--- src/source/mipsControlPkg.sv ---
`default_nettype none

package mipsControlPkg;

        //////////////////////////////////////////////////////////////////////
        // Instruction field widths

        localparam int InstrWidth    = 32;
        localparam int OpcodeWidth   = 6;
        localparam int FunctWidth    = 6;
        localparam int RegFieldWidth = 5;
        localparam int AluOpWidth    = 6;

        //////////////////////////////////////////////////////////////////////
        // Encodings

        typedef enum logic [OpcodeWidth-1:0] {
                OP_SPECIAL  = 6'b000000,
                OP_REGIMM   = 6'b000001,    // BGEZ/BLTZ, picked by rt
                OP_J        = 6'b000010,
                OP_JAL      = 6'b000011,
                OP_BEQ      = 6'b000100,
                OP_BNE      = 6'b000101,
                OP_BLEZ     = 6'b000110,
                OP_BGTZ     = 6'b000111,
                OP_ADDI     = 6'b001000,
                OP_ADDIU    = 6'b001001,
                OP_SLTI     = 6'b001010,
                OP_SLTIU    = 6'b001011,
                OP_ANDI     = 6'b001100,
                OP_ORI      = 6'b001101,
                OP_XORI     = 6'b001110,
                OP_LUI      = 6'b001111,
                OP_SPECIAL2 = 6'b011100,
                OP_SPECIAL3 = 6'b011111,
                OP_LB       = 6'b100000,
                OP_LH       = 6'b100001,
                OP_LW       = 6'b100011,
                OP_SB       = 6'b101000,
                OP_SH       = 6'b101001,
                OP_SW       = 6'b101011
        } opcodeT;

        // Codes reused across SPECIAL, SPECIAL2 and SPECIAL3 carry both names
        typedef enum logic [FunctWidth-1:0] {
                FN_SLL       = 6'b000000,
                FN_SRL_MUL   = 6'b000010,   // SRL/ROTR, MUL under SPECIAL2
                FN_SRA       = 6'b000011,
                FN_SLLV      = 6'b000100,
                FN_SRLV      = 6'b000110,   // SRLV/ROTRV
                FN_SRAV      = 6'b000111,
                FN_JR        = 6'b001000,
                FN_MOVZ      = 6'b001010,
                FN_MOVN      = 6'b001011,
                FN_ADD_BSHFL = 6'b100000,   // ADD, SEB/SEH under SPECIAL3
                FN_ADDU      = 6'b100001,
                FN_SUB       = 6'b100010,
                FN_AND       = 6'b100100,
                FN_OR        = 6'b100101,
                FN_XOR       = 6'b100110,
                FN_NOR       = 6'b100111,
                FN_SLT       = 6'b101010,
                FN_SLTU      = 6'b101011
        } functT;

        typedef enum logic [AluOpWidth-1:0] {
                ALU_NONE     = 6'b000000,
                ALU_SUB      = 6'b000001,
                ALU_AND      = 6'b000010,
                ALU_OR       = 6'b000011,
                ALU_NOR      = 6'b000100,
                ALU_XOR      = 6'b000101,
                ALU_SEH      = 6'b000110,
                ALU_SLL      = 6'b000111,
                ALU_SRL      = 6'b001000,
                ALU_SLT      = 6'b001001,
                ALU_MOVN     = 6'b001010,
                ALU_MOVZ     = 6'b001011,
                ALU_ROTR     = 6'b001100,
                ALU_SRA      = 6'b001101,
                ALU_SRAV     = 6'b001110,
                ALU_SEB      = 6'b001111,
                ALU_SLTU_IMM = 6'b010000,
                ALU_SLTU     = 6'b010001,
                ALU_MUL      = 6'b010010,
                ALU_ADD      = 6'b010011,   // Former MULTU slot
                ALU_ADDU     = 6'b010111,
                ALU_BEQ      = 6'b011100,
                ALU_BNE      = 6'b011101,
                ALU_BGTZ     = 6'b011110,
                ALU_BLEZ     = 6'b011111,
                ALU_BGEZ     = 6'b100000,
                ALU_LUI      = 6'b100001,
                ALU_JR       = 6'b100010,
                ALU_JAL      = 6'b100011,
                ALU_MEM_ADDR = 6'b100100,
                ALU_BLTZ     = 6'b100101,
                ALU_JUMP     = 6'b100110
        } aluOpT;

        typedef enum logic [1:0] {
                MEM_NONE = 2'b00,
                MEM_WORD = 2'b01,
                MEM_HALF = 2'b10,
                MEM_BYTE = 2'b11
        } memWidthT;

        //////////////////////////////////////////////////////////////////////
        // Bundles

        typedef struct packed {
                opcodeT                   opcode;
                logic [RegFieldWidth-1:0] rs;
                logic [RegFieldWidth-1:0] rt;
                logic [RegFieldWidth-1:0] rd;
                logic [RegFieldWidth-1:0] shamt;
                functT                    funct;
        } instrFieldsT;

        typedef struct packed {
                logic     regWrite;
                logic     regDst;           // Write rd instead of rt
                logic     shamtSelect;      // Operand A from shamt
                logic     immSelect;        // Operand B from immediate
                logic     zeroExtend;
                memWidthT memRead;
                memWidthT memWrite;
                logic     memToReg;
                logic     branch;
                logic     relativeTarget;   // PC relative, else absolute
                logic     link;
                logic     jumpRegister;
                aluOpT    aluOp;
        } controlWordT;

        typedef struct packed {
                logic        hit;
                controlWordT control;
        } decodeResultT;

endpackage

`default_nettype wire

--- src/source/arithDecoder.sv ---
`timescale 1ns/1ps
`default_nettype none

module arithDecoder
(
        input  wire mipsControlPkg::instrFieldsT fields,
        output mipsControlPkg::decodeResultT     result
);

        logic                  hit;
        logic                  regDst;
        logic                  shamtSelect;
        logic                  immSelect;
        logic                  zeroExtend;
        mipsControlPkg::aluOpT aluOp;

        always_comb
        begin
                hit         = 1'b1;
                regDst      = 1'b0;
                shamtSelect = 1'b0;
                zeroExtend  = 1'b0;
                aluOp       = mipsControlPkg::ALU_NONE;
                case (fields.opcode)
                mipsControlPkg::OP_SPECIAL:
                begin
                        regDst = 1'b1;
                        case (fields.funct)
                        mipsControlPkg::FN_ADD_BSHFL: aluOp = mipsControlPkg::ALU_ADD;
                        mipsControlPkg::FN_ADDU:      aluOp = mipsControlPkg::ALU_ADDU;
                        mipsControlPkg::FN_SUB:       aluOp = mipsControlPkg::ALU_SUB;
                        mipsControlPkg::FN_AND:       aluOp = mipsControlPkg::ALU_AND;
                        mipsControlPkg::FN_OR:        aluOp = mipsControlPkg::ALU_OR;
                        mipsControlPkg::FN_NOR:       aluOp = mipsControlPkg::ALU_NOR;
                        mipsControlPkg::FN_XOR:       aluOp = mipsControlPkg::ALU_XOR;
                        mipsControlPkg::FN_SLT:       aluOp = mipsControlPkg::ALU_SLT;
                        mipsControlPkg::FN_SLTU:      aluOp = mipsControlPkg::ALU_SLTU;
                        mipsControlPkg::FN_MOVN:      aluOp = mipsControlPkg::ALU_MOVN;
                        mipsControlPkg::FN_MOVZ:      aluOp = mipsControlPkg::ALU_MOVZ;
                        mipsControlPkg::FN_SLLV:      aluOp = mipsControlPkg::ALU_SLL;
                        mipsControlPkg::FN_SRAV:      aluOp = mipsControlPkg::ALU_SRAV;
                        mipsControlPkg::FN_SLL:
                        begin
                                aluOp       = mipsControlPkg::ALU_SLL;
                                shamtSelect = 1'b1;
                        end
                        mipsControlPkg::FN_SRA:
                        begin
                                aluOp       = mipsControlPkg::ALU_SRA;
                                shamtSelect = 1'b1;
                        end
                        mipsControlPkg::FN_SRL_MUL:
                        begin
                                shamtSelect = 1'b1;
                                if (fields.rs[0])       // Bit 21 marks ROTR
                                        aluOp = mipsControlPkg::ALU_ROTR;
                                else
                                        aluOp = mipsControlPkg::ALU_SRL;
                        end
                        mipsControlPkg::FN_SRLV:
                        begin
                                if (fields.shamt[0])    // Bit 6 marks ROTRV
                                        aluOp = mipsControlPkg::ALU_ROTR;
                                else
                                        aluOp = mipsControlPkg::ALU_SRL;
                        end
                        default: hit = 1'b0;            // JR and HI/LO fall out here
                        endcase
                end
                mipsControlPkg::OP_SPECIAL2:
                begin
                        regDst = 1'b1;
                        if (fields.funct == mipsControlPkg::FN_SRL_MUL)
                                aluOp = mipsControlPkg::ALU_MUL;
                        else
                                hit = 1'b0;
                end
                mipsControlPkg::OP_SPECIAL3:
                begin
                        regDst = 1'b1;
                        if (fields.funct != mipsControlPkg::FN_ADD_BSHFL)
                                hit = 1'b0;
                        else if (fields.shamt == 5'b10000)
                                aluOp = mipsControlPkg::ALU_SEB;
                        else if (fields.shamt == 5'b11000)
                                aluOp = mipsControlPkg::ALU_SEH;
                        else
                                hit = 1'b0;
                end
                mipsControlPkg::OP_ADDI:  aluOp = mipsControlPkg::ALU_ADD;
                mipsControlPkg::OP_ADDIU: aluOp = mipsControlPkg::ALU_ADDU;
                mipsControlPkg::OP_SLTI:  aluOp = mipsControlPkg::ALU_SLT;
                mipsControlPkg::OP_SLTIU: aluOp = mipsControlPkg::ALU_SLTU_IMM;
                mipsControlPkg::OP_ANDI:
                begin
                        aluOp      = mipsControlPkg::ALU_AND;
                        zeroExtend = 1'b1;
                end
                mipsControlPkg::OP_ORI:
                begin
                        aluOp      = mipsControlPkg::ALU_OR;
                        zeroExtend = 1'b1;
                end
                mipsControlPkg::OP_XORI:
                begin
                        aluOp      = mipsControlPkg::ALU_XOR;
                        zeroExtend = 1'b1;
                end
                default: hit = 1'b0;
                endcase
        end

        // Every non-register form in this group takes the immediate
        assign immSelect = hit & ~regDst;

        always_comb
        begin
                result     = '0;
                result.hit = hit;
                if (hit)
                begin
                        result.control.regWrite    = 1'b1;
                        result.control.regDst      = regDst;
                        result.control.shamtSelect = shamtSelect;
                        result.control.immSelect   = immSelect;
                        result.control.zeroExtend  = zeroExtend;
                        result.control.aluOp       = aluOp;
                end
        end

endmodule

`default_nettype wire

--- src/source/branchDecoder.sv ---
`timescale 1ns/1ps
`default_nettype none

module branchDecoder
(
        input  wire mipsControlPkg::instrFieldsT fields,
        output mipsControlPkg::decodeResultT     result
);

        logic                  hit;
        logic                  relativeTarget;
        logic                  link;
        logic                  jumpRegister;
        mipsControlPkg::aluOpT aluOp;

        always_comb
        begin
                hit            = 1'b1;
                relativeTarget = 1'b1;
                link           = 1'b0;
                jumpRegister   = 1'b0;
                aluOp          = mipsControlPkg::ALU_NONE;
                case (fields.opcode)
                mipsControlPkg::OP_BEQ:  aluOp = mipsControlPkg::ALU_BEQ;
                mipsControlPkg::OP_BNE:  aluOp = mipsControlPkg::ALU_BNE;
                mipsControlPkg::OP_BGTZ: aluOp = mipsControlPkg::ALU_BGTZ;
                mipsControlPkg::OP_BLEZ:
                begin
                        aluOp = mipsControlPkg::ALU_BLEZ;
                        hit   = (fields.rt == '0);
                end
                mipsControlPkg::OP_REGIMM:
                begin
                        if (fields.rt == 5'b00001)
                                aluOp = mipsControlPkg::ALU_BGEZ;
                        else if (fields.rt == 5'b00000)
                                aluOp = mipsControlPkg::ALU_BLTZ;
                        else
                                hit = 1'b0;
                end
                mipsControlPkg::OP_J:
                begin
                        aluOp          = mipsControlPkg::ALU_JUMP;
                        relativeTarget = 1'b0;
                end
                mipsControlPkg::OP_JAL:
                begin
                        aluOp          = mipsControlPkg::ALU_JAL;
                        relativeTarget = 1'b0;
                        link           = 1'b1;
                end
                mipsControlPkg::OP_SPECIAL:
                begin
                        // Target comes from rs
                        aluOp          = mipsControlPkg::ALU_JR;
                        relativeTarget = 1'b0;
                        jumpRegister   = 1'b1;
                        hit            = (fields.funct == mipsControlPkg::FN_JR);
                end
                default: hit = 1'b0;
                endcase
        end

        always_comb
        begin
                result     = '0;
                result.hit = hit;
                if (hit)
                begin
                        result.control.branch         = 1'b1;
                        result.control.relativeTarget = relativeTarget;
                        result.control.link           = link;
                        result.control.regWrite       = link;   // Return address
                        result.control.jumpRegister   = jumpRegister;
                        result.control.aluOp          = aluOp;
                end
        end

endmodule

`default_nettype wire

--- src/source/controlDecoder.sv ---
`timescale 1ns/1ps
`default_nettype none

module controlDecoder
(
        input  wire [mipsControlPkg::InstrWidth-1:0] instruction,
        output mipsControlPkg::controlWordT          control,
        output logic                                 recognized
);

        mipsControlPkg::instrFieldsT  fields;
        mipsControlPkg::decodeResultT arithResult;
        mipsControlPkg::decodeResultT memoryResult;
        mipsControlPkg::decodeResultT branchResult;

        assign fields = mipsControlPkg::instrFieldsT'(instruction);

        //////////////////////////////////////////////////////////////////////
        // Group decoders

        arithDecoder arith
        (
                .fields (fields),
                .result (arithResult)
        );

        memoryDecoder memory
        (
                .fields (fields),
                .result (memoryResult)
        );

        branchDecoder branch
        (
                .fields (fields),
                .result (branchResult)
        );

        //////////////////////////////////////////////////////////////////////
        // Merge

        // Groups never overlap and a missing group returns zero
        assign control = mipsControlPkg::controlWordT'(arithResult.control
                                                       | memoryResult.control
                                                       | branchResult.control);

        assign recognized = arithResult.hit | memoryResult.hit | branchResult.hit;

endmodule

`default_nettype wire

--- src/source/memoryDecoder.sv ---
`timescale 1ns/1ps
`default_nettype none

module memoryDecoder
(
        input  wire mipsControlPkg::instrFieldsT fields,
        output mipsControlPkg::decodeResultT     result
);

        mipsControlPkg::memWidthT readWidth;
        mipsControlPkg::memWidthT writeWidth;
        logic                     isLoad;
        logic                     isStore;
        logic                     isLui;
        logic                     hit;

        always_comb
        begin
                readWidth  = mipsControlPkg::MEM_NONE;
                writeWidth = mipsControlPkg::MEM_NONE;
                isLui      = 1'b0;
                case (fields.opcode)
                mipsControlPkg::OP_LW: readWidth  = mipsControlPkg::MEM_WORD;
                mipsControlPkg::OP_LH: readWidth  = mipsControlPkg::MEM_HALF;
                mipsControlPkg::OP_LB: readWidth  = mipsControlPkg::MEM_BYTE;
                mipsControlPkg::OP_SW: writeWidth = mipsControlPkg::MEM_WORD;
                mipsControlPkg::OP_SH: writeWidth = mipsControlPkg::MEM_HALF;
                mipsControlPkg::OP_SB: writeWidth = mipsControlPkg::MEM_BYTE;
                mipsControlPkg::OP_LUI: isLui = 1'b1;   // ALU only, no access
                default: readWidth = mipsControlPkg::MEM_NONE;
                endcase
        end

        assign isLoad  = (readWidth != mipsControlPkg::MEM_NONE);
        assign isStore = (writeWidth != mipsControlPkg::MEM_NONE);
        assign hit     = isLoad | isStore | isLui;

        always_comb
        begin
                result                    = '0;
                result.hit                = hit;
                result.control.regWrite   = isLoad | isLui;
                result.control.immSelect  = hit;        // Offset or upper immediate
                result.control.zeroExtend = isLui;
                result.control.memRead    = readWidth;
                result.control.memWrite   = writeWidth;
                result.control.memToReg   = isLoad;
                if (isLoad | isStore)
                        result.control.aluOp = mipsControlPkg::ALU_MEM_ADDR;
                else if (isLui)
                        result.control.aluOp = mipsControlPkg::ALU_LUI;
        end

endmodule

`default_nettype wire

--- config.mk ---
export PLATFORM = sky130hd
export DESIGN_NAME = controlDecoder
export DESIGN_NICKNAME = d
export VERILOG_FILES = /design/src/source/mipsControlPkg.sv /design/src/source/arithDecoder.sv /design/src/source/branchDecoder.sv /design/src/source/controlDecoder.sv /design/src/source/memoryDecoder.sv
export SDC_FILE = /design/constraint.sdc
export NUM_CORES = 1
export LEC_CHECK = 0
export ABC_CLOCK_PERIOD_IN_PS = 5050
export BUFFER_PORTS_ARGS = -buffer_cell sky130_fd_sc_hd__buf_4
export CAP_MARGIN = 20
export CORE_MARGIN = 1.5
export CORE_UTILIZATION = 50
export DETAILED_ROUTE_END_ITERATION = 8
export PLACE_DENSITY = 0.91
export RECOVER_POWER = 100
export SYNTH_ARGS = -nofsm -noshare
export SYNTH_HDL_FRONTEND = slang
export SYNTH_SLANG_ARGS = --single-unit
--- constraint.sdc ---
create_clock -name vclk -period 5.05
set_clock_uncertainty 0.2 [all_clocks]
set_input_delay 0.505 -clock vclk [all_inputs]
set_output_delay 0.505 -clock vclk [all_outputs]
set_load 0.1 [all_outputs]
==> flow_summary.ini, run 1 <==
[logic_synthesis]
ys_warn_count = 0
syn_nets = 174
synthCells = 142
synth_area_um2 = 882
synth_cell_types = 47
yosys.area.top_type = nand2b_1
synth_top_area_share_pct = 5.67
avgSynthCellArea_um2 = 6.21
synth_area_leaders = nand2b_1 5.7%, nor2b_1 5.7%, o21ai_0 5.1%, clkbuf_1 5.1%, nor3_1 4.5%
yosysSeqAreaShare_pct = 0

[sta]
whs_ns = 1.32
fmax_mhz = 262
slew_headroom_pct = 21.7
grt_setup_unrepaired = no
drv_slew = 0
hold_viol = 0
min_period_ns = 3.82
setup_violations = 0
timing.final.crit_share_pct = 75.7
fin_tns_setup_ns = 0
fin_ws_ns = 1.23
tightest_slew_ns = 1.18

[worst_setup_path]
start_kind = input port
end_kind = output port
cp_slowest_cell = clkbuf_1
startpoint = instruction[26]
crit_type = input port to output port
cpPeakStageDelay_ns = 0.88
cp_max_fo = 12
cp.required_ns = 4.35
crit_arrival_ns = 3.12
crit_chain = buf_4 > or3_1 > nor4b_1 > o21ai_0 > o211ai_1 > clkbuf_1

[detailed_routing]
top_layer = met4
dr_wl_met2_mm = 1.48
first_iter_violations = 33
wl_mm = 2.92
first_pass_iters = 4
vias = 1255
met3WireLength_um = 239
met1_length_mm = 1.18
post-route-drc-count = 0
antenna_left = 0
wl_per_cell_um = 15.7
drt-vias-per-instance = 6.75

[final_layout]
seq_cells = 0
mostFrequentLayoutCell = buf_4
register_area_um2 = 0
fin_nets = 204
stdcell_count = 186
final_cell_mix = 25 x buf_4, 19 x clkbuf_1, 9 x nand2_1, 9 x nor2_1
drive_gt1_share_pct = 18.2
antenna_cells = 0
fin_util_pct = 69.0
clkbuf_count = 0
syn_to_final_growth_pct = 23.3

[job]
maxCapViolations = 0

[die]
die_w_um = 45
core-area_mm2 = 0.00158
initial_core_util_pct = 56.0
die_height_um = 45
io_pins = 53
rows = 14
dieArea_mm2 = 0.00203

[grt]
grt_pass1_wl_mm = 4.84
grt_max_degree = 23
grt_overflow = 0
antenna_found_initial = 0
grt_pass1_vias = 1115
grt.total_usage_pct = 30.4

[run_status]
outcome = finished clean

[placement]
portBuffers = 44
dp_slack_ns = 1.88
placedCellCount = 186
dp_hpwl_mm = 2.24
place_congestion = 0.914

[cts]
cts_resized = 0
cts-hold-fix-buffers = 0
postCtsSetupRepairBufs = 0

[power]
powerDensity_mw_per_mm2 = 106
ir_drop_mv = 0.0629
power.leakage_nw = 0.422

[worst_hold_path]
hp-class = input port to output port
hold_start = instruction[31]
==> power breakdown <==
group          internal [mW]  switching [mW]  total (mW)  leakage, nW
combinational         0.0315          0.0835       0.115        0.422
sequential                 0               0           0            0
clock                      0               0           0            0
total                 0.0315          0.0835       0.115        0.422
==> critical path: cells and delay by family <==
kind,cells,cell delay [ns]
AND/OR/NAND/NOR,2,1.14
buffers and inverters,2,1.04
AO/OA/AOI/OAI,2,0.43
==> Yosys cell counts (all sizes together), types with 2 or more instances <==
library cell	instances
nand3b	2
buf	4
nand4	3
o2111ai	2
and4b	2
nor4b	3
and3	2
or3	2
nand2b	8
inv	5
or2	3
nand3	3
nor3b	3
or4	2
nor2	9
o21ai	9
o311ai	2
nor4	7
nand2	9
o211ai	4
clkbuf	12
nor3	8
nor2b	8
a211oi	6
nor4bb	3
a31oi	3
a21oi	6
==> cell type report <==
class | instances | area [µm²]
tap | 16 | 20.0
fill | 163 | 489
inverter | 5 | 18.8
timing repair buffer | 44 | 259
multi-input combinational | 121 | 790
==> per-stage QoR <==
step / power [mW] / instance area (µm²)
6_report: 0.115 / 1090
5_1_grt: 0.123 / 1090
4_1_cts: 0.119 / 1170
3_5_place_dp: 0.119 / 1170
3_3_place_gp: 0.116 / 1170
2_1_floorplan: 0.0872 / 888
==> path summary, 6_finish.rpt <==
check / endpoint / slack [ns] / depth (start not counted)
worst max-delay path: control[19] / 1.23 / 6
worst min-delay path: control[4] / 1.32 / 3
==> cells by family (layout without fill, tap and decap cells) <==
family                 after synthesis  count (layout)  synth area share (%)
AND/OR/NAND/NOR                     80              80                  57.7
XOR/XNOR                             1               1                 0.993
AO/OA/AOI/OAI                       40              40                  31.4
buffers and inverters               21              49                  9.93
==> layer usage <==
layer / up-vias / track usage [%]
li1: 604 / -
met1: 574 / 41.0
met2: 73 / 52.9
met3: 4 / 2.80
met4: 0 / 5.29
met5: - / 0
(Power assumes the default switching activity.)
==> inputs of run 2 (changes only) <==
ABC_AREA = 1   (was default)
ABC_CLOCK_PERIOD_IN_PS = 3760   (was 5050)
CORE_UTILIZATION = 47   (was 50)
PLACE_DENSITY = 0.85   (was 0.91)
clock period = 3.76 ns   (was 5.05 ns; I/O delays follow)
==> run 2 against run 1 <==
Against the previous run: non-clock buffer count did not move; largest power group unchanged; synthesized cell count is 44% higher; count of clock-buffer cells in the layout unchanged; design area up 12%; sequential cell count is the same.
==> flow_summary.ini, run 2 <==
[final_layout]
fillCellCount = 197
multi_input_area_um2 = 782
fin_nets = 277
syn_to_final_growth_pct = 31.0
final_cell_mix = 58 x nand2_1, 49 x nor2_1, 36 x buf_4
fin_area_mm2 = 0.00121
seq_cells = 0
drive_gt1_share_pct = 20.6
mostFrequentLayoutCell = nand2_1
fin_util_pct = 68.1
clkbuf_count = 0
register_area_um2 = 0
antenna_cells = 0

[detailed_routing]
antenna_left = 0
first_pass_iters = 4
wl_per_cell_um = 11.3
drt-vias-per-instance = 5.32
post-route-drc-count = 0
wl_mm = 3.03
vias = 1425
first_iter_violations = 79

[grt]
antenna_found_initial = 0
grt_pass1_vias = 1187
grt_max_degree = 15
grt_pass1_wl_mm = 4.89
grt.total_usage_pct = 28.5
grt_overflow = 0

[cts]
cts-hold-fix-buffers = 0
cts_resized = 0
postCtsSetupRepairBufs = 0

[worst_hold_path]
whs_path_depth = 5
whs_endpoint = control[17]
hp-class = input port to output port
hold_start = instruction[4]

[job]
maxCapViolations = 0

[die]
die_height_um = 47.4
rows = 15
io_pins = 53
dieArea_mm2 = 0.00225
core-area_mm2 = 0.00178
die_w_um = 47.4
initial_core_util_pct = 52.0

[sta]
fin_tns_setup_ns = 0
timing.final.crit_share_pct = 81.0
min_period_ns = 3.05
slew_headroom_pct = 22.5
setup_violations = 0
tightest_slew_ns = 1.17
whs_ns = 1.06
fmax_mhz = 328
hold_viol = 0
grt_setup_unrepaired = no
drv_slew = 0

[worst_setup_path]
start_kind = input port
crit_type = input port to output port
crit_arrival_ns = 2.47
end_kind = output port
cp_max_fo = 14
cp.required_ns = 3.18

[logic_synthesis]
yosysSeqAreaShare_pct = 0
synth_top_area_share_pct = 23.5
synth_area_um2 = 927
yosys.area.top_type = nand2_1
ys_warn_count = 0
avgSynthCellArea_um2 = 4.54
synth_common_cells = 58 x nand2_1, 48 x nor2_1, 34 x nand3_1
syn_nets = 236
synth.most_common_cell = nand2_1
synth_area_leaders = nand2_1 23%, nor2_1 19%, nand3_1 18%, inv_1 10%, nor2_2 3.4%
synthCells = 204
synth_cell_types = 23

[power]
total_power_mw = 0.153
ir_drop_mv = 0.0638
power.leakage_nw = 0.757
powerDensity_mw_per_mm2 = 126

[placement]
post_dp_cell_area_mm2 = 0.00125
dp_hpwl_mm = 2.58
place_congestion = 0.935
portBuffers = 44

[run_status]
outcome = finished clean
run 2: cell types whose count changed after synthesis, sizes merged, moves of 4 or more:
cell,delta
nor4,-7
nand3,+32
inv,+21
nand2,+50
o21ai,-5
a211oi,-6
o211ai,-4
nor2b,-8
clkbuf,-12
nand2b,-8
nor2,+46
run 2: cell type report:
type,count,share of cell area [%]
multi-input combinational,173,64.4
timing repair buffer,44,25.0
inverter,26,8.03
tap,25,2.57
run 2: worst max-delay path by stage:
stage,startpoint,to
final,instruction[30],control[19]
after global routing,instruction[30],control[4]
after CTS,instruction[5],recognized
after detailed placement,instruction[5],recognized
after global placement,instruction[5],recognized
after floorplan,instruction[27],control[17]
run 2: metal layers:
metal | track usage, % | vias to the layer above | part of all wire, %
li1 | - | 726 | -
met2 | 46.2 | 81 | 46
met5 | 0 | - | 0
met3 | 2.26 | 2 | 8.6
met1 | 42.0 | 616 | 45
met4 | 3.89 | 0 | 0.26
run 2: logic make-up after synthesis:
| group | Yosys count | share of synthesized area, % |
|---|---|---|
| and+or+nand+nor | 160 | 76.7 |
| buffers and inverters | 31 | 14.7 |
| AOI/OAI and AO/OA | 13 | 8.64 |
run 2: stage by stage:
stage          instances  setup slack (ns)
6_report             268             0.713
3_3_place_gp         268              1.40
2_1_floorplan        204             0.323
4_1_cts              268              1.33
3_5_place_dp         268              1.34
5_1_grt              268             0.581
run 2: critical path: stages:
cell and delay (ns):
buf_4 0.13, nor2_1 0.65, nand3_1 0.38, inv_1 0.24
nand2_1 0.14, nand3_1 0.10, clkbuf_2 0.45
run 2: power breakdown:
part	total (mW)	internal, mW	switching, mW
registers	0	0	0
logic	0.153	0.0403	0.113
clock network	0	0	0
total	0.153	0.0403	0.113
